===== src/logic/rv_pkg.sv =====
`default_nettype none

package rv_pkg;
    localparam int xlen          = 64;   // Register width
    localparam int ram_words     = 1024; // 32-bit words in the block RAM
    localparam int ram_addr_bits = 10;

    // Memory map
    localparam logic [63:0] ram_base    = 64'h0000_0000_0000_0000;
    localparam logic [63:0] char_addr   = 64'h0000_0000_0000_2000; // Character output port
    localparam logic [63:0] reset_pc    = ram_base;
    localparam logic [63:0] trap_vector = 64'h0000_0000_0000_0100; // Fixed handler, no mtvec

    // Interrupt flag in bit 63, machine external interrupt code 11
    localparam logic [63:0] mcause_ext_irq = 64'h8000_0000_0000_000B;
    localparam int mstatus_mie_bit  = 3;
    localparam int mstatus_mpie_bit = 7;

    // Major opcodes
    localparam logic [6:0] op_lui    = 7'b0110111;
    localparam logic [6:0] op_auipc  = 7'b0010111;
    localparam logic [6:0] op_branch = 7'b1100011;
    localparam logic [6:0] op_load   = 7'b0000011;
    localparam logic [6:0] op_store  = 7'b0100011;
    localparam logic [6:0] op_imm    = 7'b0010011;
    localparam logic [6:0] op_reg    = 7'b0110011;
    localparam logic [6:0] op_jal    = 7'b1101111;
    localparam logic [6:0] op_jalr   = 7'b1100111;
    localparam logic [6:0] op_system = 7'b1110011;

    localparam logic [2:0] funct3_ld_sd    = 3'd3; // Doubleword access
    localparam logic [2:0] funct3_beq_addi = 3'd0;

    localparam logic [31:0] mret_word = 32'h3020_0073;
    localparam logic [31:0] nop_word  = 32'h0000_0001; // Matches no opcode
endpackage

`default_nettype wire

===== src/logic/board_bus.sv =====
`timescale 1ns/1ps
`default_nettype none

module board_bus (
    input  wire                              CLOCK_50,
    input  wire                              KEY0,
    input  wire  [rv_pkg::xlen-1:0]          bus_address,
    input  wire  [rv_pkg::xlen-1:0]          bus_write_data,
    input  wire                              bus_write_enable,
    input  wire                              bus_read_enable,
    output logic [rv_pkg::xlen-1:0]          bus_read_data,
    output logic [rv_pkg::ram_addr_bits-1:0] ram_addr,
    output logic [31:0]                      ram_wdata,
    output logic                             ram_we,
    output logic                             ram_re,
    input  wire  [31:0]                      ram_rdata,
    input  wire                              irq,
    input  wire                              irq_ack,
    output logic                             irq_pending,
    output logic [7:0]                       char_data,
    output logic                             char_valid
);
    logic ram_sel;
    logic char_sel;
    logic char_wr;
    logic char_wr_q;    // Write strobe one cycle ago
    logic rd_ram_q;     // Last read went to RAM

    assign ram_sel  = (bus_address >= rv_pkg::ram_base) &&
                      (bus_address < rv_pkg::ram_base + 4 * rv_pkg::ram_words);
    assign char_sel = (bus_address == rv_pkg::char_addr);

    // RAM is 32 bits wide, upper half of sd dropped
    assign ram_addr  = bus_address[rv_pkg::ram_addr_bits+1:2];
    assign ram_wdata = bus_write_data[31:0];
    assign ram_we    = bus_write_enable && ram_sel;
    assign ram_re    = bus_read_enable && ram_sel;

    always_ff @(posedge CLOCK_50 or negedge KEY0) begin
        if (!KEY0) begin
            rd_ram_q <= 1'b0;
        end else if (bus_read_enable) begin
            rd_ram_q <= ram_sel;
        end
    end

    // Word arrives with the select, zero-extended
    assign bus_read_data = rd_ram_q ? {32'd0, ram_rdata} : '0;

    assign char_wr    = bus_write_enable && char_sel;
    assign char_valid = char_wr && !char_wr_q;    // First cycle of the write only
    assign char_data  = bus_write_data[7:0];

    always_ff @(posedge CLOCK_50 or negedge KEY0) begin
        if (!KEY0) begin
            char_wr_q   <= 1'b0;
            irq_pending <= 1'b0;
        end else begin
            char_wr_q <= char_wr;
            if (irq_ack) begin
                irq_pending <= 1'b0;   // Serviced
            end else if (irq) begin
                irq_pending <= 1'b1;   // Held until the core answers
            end
        end
    end

    assert property (@(posedge CLOCK_50) disable iff (!KEY0) char_valid |=> !char_valid);
endmodule

`default_nettype wire


===== config.mk =====
export PLATFORM = sky130hd
export DESIGN_NAME = board_bus
export DESIGN_NICKNAME = d
export VERILOG_FILES = /design/src/logic/rv_pkg.sv /design/src/logic/board_bus.sv
export SDC_FILE = /design/constraint.sdc
export NUM_CORES = 1
export LEC_CHECK = 0
export ABC_AREA = 1
export BUFFER_PORTS_ARGS = -buffer_cell sky130_fd_sc_hd__clkbuf_2
export CAP_MARGIN = 10
export CORE_AREA = 2 2 111 113
export DETAILED_ROUTE_END_ITERATION = 10
export DIE_AREA = 0 0 113 115
export PLACE_DENSITY_LB_ADDON = 0.12
export SLEW_MARGIN = 40
export SYNTH_ARGS = -nofsm -noshare
export SYNTH_HDL_FRONTEND = slang
export SYNTH_SLANG_ARGS = --single-unit
export TNS_END_PERCENT = 1

===== constraint.sdc =====
create_clock -name CLOCK_50 -period 2.85 [get_ports CLOCK_50]
set_clock_uncertainty 0.05 [all_clocks]
set_input_delay 0.57 -clock CLOCK_50 [delete_from_list [all_inputs] [get_ports CLOCK_50]]
set_output_delay 0.57 -clock CLOCK_50 [all_outputs]
set_load 0.05 [all_outputs]

==> results_dict.tcl, run 1 <==
set metrics [dict create \
    start_util 0.106 \
    r2r_cells 3 \
    fmax_ghz 0.435 \
    clock_latency_ns 0.22 \
    p_switching_uw 190 \
    status "finished, violations left" \
    yosys.cell_count.top_type "buf_4" \
    synthFlopType "dfrtp_1" \
    synth_top_cell_by_area "buf_4" \
    routedLengthMet1_um 1090 \
    worst_path_largest_cell_delay_ns 0.29 \
    reg2reg_to "rd_ram_q$_DFFE_PN0P_" \
    synth_top_area_share 0.490 \
    grt_pass1_wl_um 5130 \
    top_layer_used "met4" \
    cp.required_ns 2.23 \
    seqPwrFrac 0.092 \
    synth-async-reset-ratio 1.00 \
    hpwl_um 3360 \
    drv_slew 0 \
    hp-class "in -> async" \
    cp_num_buf_inv 2 \
    cp.arrival_ns 1.68 \
    avgSynthCellArea_um2 5.41 \
    rrSetupSlack_ns 1.95 \
    vias_per_cell 3.01 \
    switching_share 0.396 \
    path_common_cell "nand2_1" \
    whs_ns 0.0916 \
    ctsHoldBuffers 0 \
    pwr-share-clk 0.460 \
    ys_seq_elements 3 \
    n_antenna_cell 0 \
    finalWorstSetupSlack_ns 0.553 \
    path_cells "clkbuf_2 -> nor2_1 -> nand2_1 -> nor2_1 -> nand2_1 -> nor2_2 -> nand2_1 -> nor2_2 -> clkbuf_2" \
    power_uw 479 \
    p_int_uw 289 \
    detail-route-antenna-nets 0 \
    wl_met2_um 1950 \
    synth.yosys.seq_area_share 0.0598 \
    crit_fanout 3 \
    drive_gt1_frac 0.465 \
    numClockSinks 3 \
    grt_pass1_vias 1195 \
    hold_viol 0 \
    violations "DRC" \
    route.met3.wl_um 518 \
    placement.io_buffers 147 \
    rsz0062_at_grt "no" \
    power.leakage_nw 1.29 \
    cts_tree "built" \
    grt_overflow 0 \
    fin_nets 496 \
    min_period_ns 2.30 \
    dieArea_mm2 0.0130 \
    min_period_over_period 0.806 \
    vias 1431 \
    clkTransAtPathRegs_ns 0.03 \
    coreArea_mm2 0.0118 \
    finalSetupViolCount 0 \
    routabilityCongestion 0.595 \
    start_kind "input pin" \
    cap_viol_max_count 0 \
    syn_inst 232 \
    path_delay_family "simple AND/OR/NAND/NOR gates" \
    pin_count 284 \
    synthTopCellsByArea "buf_4, nand2_1, nor2_1" \
    die_x_um 113 \
    setup-tns-final_ns 0 \
    drt-total-wl_um 3630 \
    pwr-share-comb 0.448 \
    track_usage 0.0500 \
    die_y_um 115 \
    grt_max_degree 34 \
    r2r-start "rd_ram_q$_DFFE_PN0P_" \
    synth_common_cells "buf_4, nand2_1, nor2_1, inv_1" \
    antenna_found_initial 0 \
    cts_root_buf "clkbuf_16" \
    synth-edff-count 0 \
    finish.utilization 0.148 \
    netlist_area_mm2 0.00126 \
    crit_cells 9 \
    area_growth_pct 38.8 \
    vdd_drop_max_mv 0.106 \
    dpl_worst_slack_ns 0.460 \
    crit_start "bus_address[61]" \
    crit_end "char_valid" \
    path_class "in -> out" \
    drt_iter0_drc 46 \
    rows 40 \
    drc_errors 19 \
    cts_resized 0 \
    yosysUniqueCellTypes 11 \
    cts_setup_buffers 0 \
    cts.htree.levels 1 \
    crit_path_top_delay_cell "clkbuf_2" \
    power.density_mw_per_mm2 275 \
    dr.pass1.iters 7 \
    synth_warnings 0 \
    routedWlPerCell_um 7.63 \
    cts_buffer_depth 2 \
    numCtsBuffers 3 \
    end_kind "primary output" \
]
worst min-delay path by stage:
stage | start | endpoint | slack [ns] | cells past startpoint
floorplan | KEY0 | char_wr_q$_DFF_PN0_ | 0.22 | 0
global placement | KEY0 | irq_pending$_DFFE_PN0P_ | 0.33 | 1
detailed placement | KEY0 | irq_pending$_DFFE_PN0P_ | 0.33 | 1
CTS | KEY0 | char_wr_q$_DFF_PN0_ | 0.1 | 1
global route | KEY0 | irq_pending$_DFFE_PN0P_ | 0.09 | 1
finish | KEY0 | char_wr_q$_DFF_PN0_ | 0.09 | 1
sequential cells by signal, summed over array words and instances, names as in the netlist:
signal	flops
rd_ram_q	1
irq_pending	1
char_wr_q	1
metal layers:
layer,up-vias,track usage
met3,9,0.0174
met5,-,0
met2,125,0.0974
li1,738,-
met1,559,0.0456
met4,0,0.0260
logic make-up (layout without fill, tap and decap cells):
group,after synthesis,after routing,share of synthesized area
buffers and inverters,122,188,0.613
AND/OR/NAND/NOR,106,106,0.325
flip-flops,3,3,0.0598
other,1,32,0.00299
through the flow:
stage | instance area (um2) | std cells
global route | 1740 | 476
detailed placement | 1670 | 472
finish | 1740 | 476
global placement | 1670 | 472
CTS | 1740 | 476
floorplan | 1370 | 263
placed cells by master (no fill, tap or decap):
cell,n
clkbuf_2,147
nand2_1,56
nor2_1,45
inv_1,36
conb_1,32
dfrtp_1,3
clkbuf_16,3
nand3_1,2
nor2_2,2
or2_0,1
clkbuf_1,1
buf_4,1
power by group through the flow:
stage          clock network, mW  registers [mW]  logic (mW)
6_report                   0.220          0.0443       0.215
5_1_grt                    0.231          0.0446       0.231
4_1_cts                    0.223          0.0444       0.216
2_1_floorplan                  0          0.0483       0.330
3_3_place_gp                   0          0.0448       0.216
3_5_place_dp                   0          0.0449       0.215
area by class of cell:
class / instances / area [um2]
tap: 147 / 184
clock buffer: 4 / 78.8
timing repair buffer: 148 / 743
inverter: 36 / 135
multi-input combinational: 138 / 528
sequential: 3 / 75.1
fill: 1391 / 10100
No activity file was read; power rests on OpenSTA's default activity.
==> run 2: changes to the inputs <==
==> constraint.sdc (replaced) <==
create_clock -name CLOCK_50 -period 1.9 [get_ports CLOCK_50]
set_clock_uncertainty 0.05 [all_clocks]
set_input_delay 0.38 -clock CLOCK_50 [delete_from_list [all_inputs] [get_ports CLOCK_50]]
set_output_delay 0.38 -clock CLOCK_50 [all_outputs]
set_load 0.05 [all_outputs]
==> run 2 against run 1 <==
Effect of this change:
- the flow still finishes with violations (DRC)
- critical path depth is the same
- flip-flop and latch count is the same
- largest power group unchanged
- utilization grew 0.89 points
- via count shrank 0.28%
- sequential share of layout area shrank 0.24 points
- die area is the same
- final cell count grew 0.21%
- combinational power grew 52%
==> results_dict.tcl, run 2 (synthesis results as in run 1) <==
set metrics [dict create \
    status "finished, violations left" \
    violations "DRC" \
    antenna_found_initial 0 \
    drt_iter0_drc 37 \
    numClockSinks 3 \
    finalSetupViolCount 0 \
    power.density_mw_per_mm2 390 \
    clock_latency_ns 0.22 \
    drt-total-wl_um 3870 \
    hold_viol 0 \
    rows 40 \
    drc_errors 15 \
    die_y_um 115 \
    reg2reg_to "rd_ram_q$_DFFE_PN0P_" \
    rsz0062_at_grt "no" \
    dieArea_mm2 0.0130 \
    path_cells "clkbuf_2 -> nor2_1 -> nand2_1 -> nor2_1 -> nand2_1 -> nor2_4 -> nand2_2 -> nor2_4 -> buf_12" \
    grt_pass1_wl_um 5210 \
    die_x_um 113 \
    grt_max_degree 33 \
    crit_cells 9 \
    worst_path_largest_cell_delay_ns 0.15 \
    clkTransAtPathRegs_ns 0.03 \
    fmax_ghz 0.566 \
    cp_num_buf_inv 2 \
    vdd_drop_max_mv 0.151 \
    placement.io_buffers 147 \
    detail-route-antenna-nets 0 \
    grt_overflow 0 \
    holdPathStages 2 \
    hp-class "in -> reg" \
    cts_tree "built" \
    fin_nets 497 \
    seqPwrFrac 0.092 \
    min_period_over_period 0.929 \
    r2r_cells 2 \
    grt_pass1_vias 1163 \
    whs_ns 0.256 \
    reg_top3 "char_wr_q: 1 flops, irq_pending: 1 flops, rd_ram_q: 1 flops" \
    cts.htree.levels 1 \
    routabilityCongestion 0.623 \
    drv_slew 0 \
    cp.arrival_ns 1.34 \
    setup-tns-final_ns 0 \
    cts_root_buf "clkbuf_16" \
    path_class "in -> out" \
    area_growth_pct 47.2 \
    crit_start "bus_address[39]" \
    vias_per_cell 2.99 \
    pin_count 284 \
    drive_gt1_frac 0.482 \
    vias 1427 \
    power.leakage_nw 1.31 \
    cp.required_ns 1.47 \
    final_common_cell "clkbuf_2" \
    p_int_uw 436 \
    end_kind "primary output" \
    start_util 0.106 \
    numCtsBuffers 3 \
    cts_buffer_depth 2 \
    switching_share 0.396 \
    start_kind "input pin" \
    dr.pass1.iters 7 \
    path_delay_family "simple AND/OR/NAND/NOR gates" \
    crit_path_top_delay_cell "nor2_4" \
    crit_fanout 3 \
    coreArea_mm2 0.0118 \
    track_usage 0.0509 \
    n_antenna_cell 0 \
    pwr-share-clk 0.456 \
    crit_end "char_valid" \
    routedWlPerCell_um 8.11 \
    cap_viol_max_count 0 \
    pwr-share-comb 0.452 \
    rrSetupSlack_ns 1.21 \
    layout_common_cells "clkbuf_2, nand2_1, nor2_1" \
    r2r-start "rd_ram_q$_DFFE_PN0P_" \
    hpwl_um 3590 \
    min_period_ns 1.77 \
    p_switching_uw 286 \
]
==> run 2: changes by cell type in the layout (fill, tap and decap cells not counted), moves of 2 or more <==
cell	change
nor2_4	+2
nor2_1	-4
clkbuf_2	-4
buf_12	+5
nor2_2	+2
==> run 2: worst min path at each step <==
stage	start	endpoint	slack, ns
6_report	irq_ack	irq_pending$_DFFE_PN0P_	0.26
5_1_grt	irq_ack	irq_pending$_DFFE_PN0P_	0.27
4_1_cts	irq_ack	irq_pending$_DFFE_PN0P_	0.26
3_5_place_dp	KEY0	irq_pending$_DFFE_PN0P_	0.14
3_3_place_gp	KEY0	irq_pending$_DFFE_PN0P_	0.14
2_1_floorplan	KEY0	char_wr_q$_DFF_PN0_	0.03
==> run 2: area by class of cell <==
class                      instances  area (um2)
sequential                         3        75.1
inverter                          36         135
clock buffer                       4        78.8
timing repair buffer             149         826
tap                              147         184
fill                            1398        9960
multi-input combinational        138         551
==> run 2: routing by layer <==
metal  routed length (um)  global-route usage  up-vias
li1                     -                   -      740
met2                 2020              0.0930       91
met1                 1260              0.0503      581
met4                  129              0.0366        0
met3                  460              0.0127       15
met5                    0                   0        -
==> run 2: timing repair <==
| action | 4_1_cts | 5_1_grt |
|---|---|---|
| setup endpoints to repair | 0 | 3 |
| endpoints found under the hold margin | 3 | 0 |
| hold buffers | 1 | 0 |
| gates resized for setup | 0 | 7 |
| buffers inserted | 0 | 0 |
==> run 2: metrics by stage <==
step | cell area (um2) | power (mW) | setup WS, ns | util | std cells
3_3_place_gp | 1740 | 0.392 | 0.0219 | 0.147 | 472
5_1_grt | 1850 | 0.758 | 0.00182 | 0.157 | 477
4_1_cts | 1830 | 0.729 | 0.0195 | 0.155 | 477
3_5_place_dp | 1740 | 0.392 | 0.0236 | 0.147 | 472
6_report | 1850 | 0.721 | 0.135 | 0.157 | 477
2_1_floorplan | 1380 | 0.567 | 0.154 | - | 263
==> run 2: power by group through the flow <==
stage          clock network, mW  logic, mW  registers, mW
2_1_floorplan                  0      0.495         0.0724
3_3_place_gp                   0      0.325         0.0672
3_5_place_dp                   0      0.324         0.0673
4_1_cts                    0.335      0.327         0.0667
5_1_grt                    0.341      0.350         0.0671
6_report                   0.329      0.326         0.0666
==> run 3: changes to the inputs <==
--- a/config.mk
+++ b/config.mk
@@ -11,6 +11,7 @@
 export CORE_AREA = 2 2 111 113
 export DETAILED_ROUTE_END_ITERATION = 10
 export DIE_AREA = 0 0 113 115
+export MAX_ROUTING_LAYER = met4
 export PLACE_DENSITY_LB_ADDON = 0.12
 export SLEW_MARGIN = 40
 export SYNTH_ARGS = -nofsm -noshare
==> run 3 against run 2 <==
Effect of this change:
- the flow still finishes with violations (DRC)
- non-clock buffer count is the same
- count of clock-buffer cells in the layout is the same
- final cell count is the same
- sequential power about the same
==> results_dict.tcl, run 3 (synthesis results as in run 1) <==
set metrics [dict create \
    vias 1429 \
    grt_overflow 0 \
    track_usage 0.0527 \
    dr.pass1.iters 7 \
    vias_per_cell 3.00 \
    grt_max_degree 33 \
    routedWlPerCell_um 8.13 \
    numCtsBuffers 3 \
    fin_nets 497 \
    violations "DRC" \
    cts.htree.levels 1 \
    die_x_um 113 \
    status "finished, violations left" \
    grt_pass1_vias 1158 \
    drive_gt1_frac 0.482 \
    clkTransAtPathRegs_ns 0.03 \
    power_uw 721 \
    drt-total-wl_um 3880 \
    rsz0062_at_grt "no" \
    crit_fanout 3 \
    finish.utilization 0.157 \
    path_class "in -> out" \
    ff_latch_area_um2 75.1 \
    drc_errors 15 \
    cts_buffer_depth 2 \
    numClockSinks 3 \
    power.leakage_nw 1.31 \
    cp.required_ns 1.47 \
    final_common_cell "clkbuf_2" \
    rrSetupSlack_ns 1.21 \
    drv_slew 0 \
    vdd_drop_max_mv 0.151 \
    reg_top3 "char_wr_q: 1 flops, irq_pending: 1 flops, rd_ram_q: 1 flops" \
    cp.arrival_ns 1.34 \
    cts_tree "built" \
    antenna_found_initial 0 \
    dieArea_mm2 0.0130 \
    hold_viol 0 \
    cts_root_buf "clkbuf_16" \
    instances_no_fill 477 \
    min_period_ns 1.77 \
    min_period_over_period 0.929 \
    grt_pass1_wl_um 5240 \
    hp-class "in -> reg" \
    power.density_mw_per_mm2 390 \
    coreArea_mm2 0.0118 \
    cts_setup_buffers 0 \
    drt_iter0_drc 37 \
    dp_cells 472 \
    fmax_ghz 0.566 \
    n_antenna_cell 0 \
    pin_count 284 \
    die_y_um 115 \
    routabilityCongestion 0.628 \
    clock_latency_ns 0.22 \
    multi_input_area_um2 551 \
    start_util 0.106 \
    finalSetupViolCount 0 \
    end_kind "primary output" \
    cap_viol_max_count 0 \
    placement.io_buffers 147 \
    detail-route-antenna-nets 0 \
    final.fill_count 1398 \
    area_growth_pct 47.2 \
    layout_common_cells "clkbuf_2, nand2_1, nor2_1" \
    setup-tns-final_ns 0 \
    hpwl_um 3590 \
    rows 40 \
    start_kind "input pin" \
]
run 3: cell counts in the layout (fill, tap and decap cells not counted):
No cell type changed its count.
run 3: power breakdown:
| part | internal [mW] | switching, mW | total, mW |
|---|---|---|---|
| Clock | 0.276 | 0.0522 | 0.329 |
| Sequential | 0.0658 | 0.000757 | 0.0666 |
| Combinational | 0.0934 | 0.233 | 0.326 |
run 3: cell type report:
class	count	area share
clock buffer	4	0.0426
inverter	36	0.0731
multi-input combinational	138	0.298
sequential	3	0.0406
tap	147	0.0995
timing repair buffer	149	0.447
run 3: worst max-delay path, cell delays in order:
cell and delay, ns:
clkbuf_2 0.08, nor2_1 0.10, nand2_1 0.06, nor2_1 0.12, nand2_1 0.10, nor2_4 0.15, nand2_2 0.09, nor2_4 0.12
buf_12 0.14
run 3: what timing repair did:
item,CTS,global route
hold endpoints to repair,3,0
gates resized for setup,0,7
hold buffers,1,0
setup endpoints to repair,0,3
run 3: path summary, 6_finish.rpt:
kind                                               from                      end  cells past startpoint
worst max-delay path                    bus_address[39]               char_valid                      9
worst max register to register     rd_ram_q$_DFFE_PN0P_     rd_ram_q$_DFFE_PN0P_                      2
max in group asynchronous                          KEY0     rd_ram_q$_DFFE_PN0P_                      2
worst min-delay path                            irq_ack  irq_pending$_DFFE_PN0P_                      2
min in group asynchronous                          KEY0  irq_pending$_DFFE_PN0P_                      2
worst min register to register  irq_pending$_DFFE_PN0P_  irq_pending$_DFFE_PN0P_                      2
run 3: layer usage:
metal  GRT usage  wire length (um)
met1      0.0506              1260
met2      0.0938              2020
met3      0.0132               468
met4      0.0350               129
met5           -                 0
run 3: metrics by stage:
| step | worst slack, ns | hold WS [ns] | cell area, um2 |
|---|---|---|---|
| global placement | 0.0219 | 0.143 | 1740 |
| detailed placement | 0.0236 | 0.141 | 1740 |
| CTS | 0.0195 | 0.256 | 1830 |
| floorplan | 0.154 | 0.0344 | 1380 |
| finish | 0.135 | 0.256 | 1850 |
| global route | 0.00182 | 0.267 | 1850 |
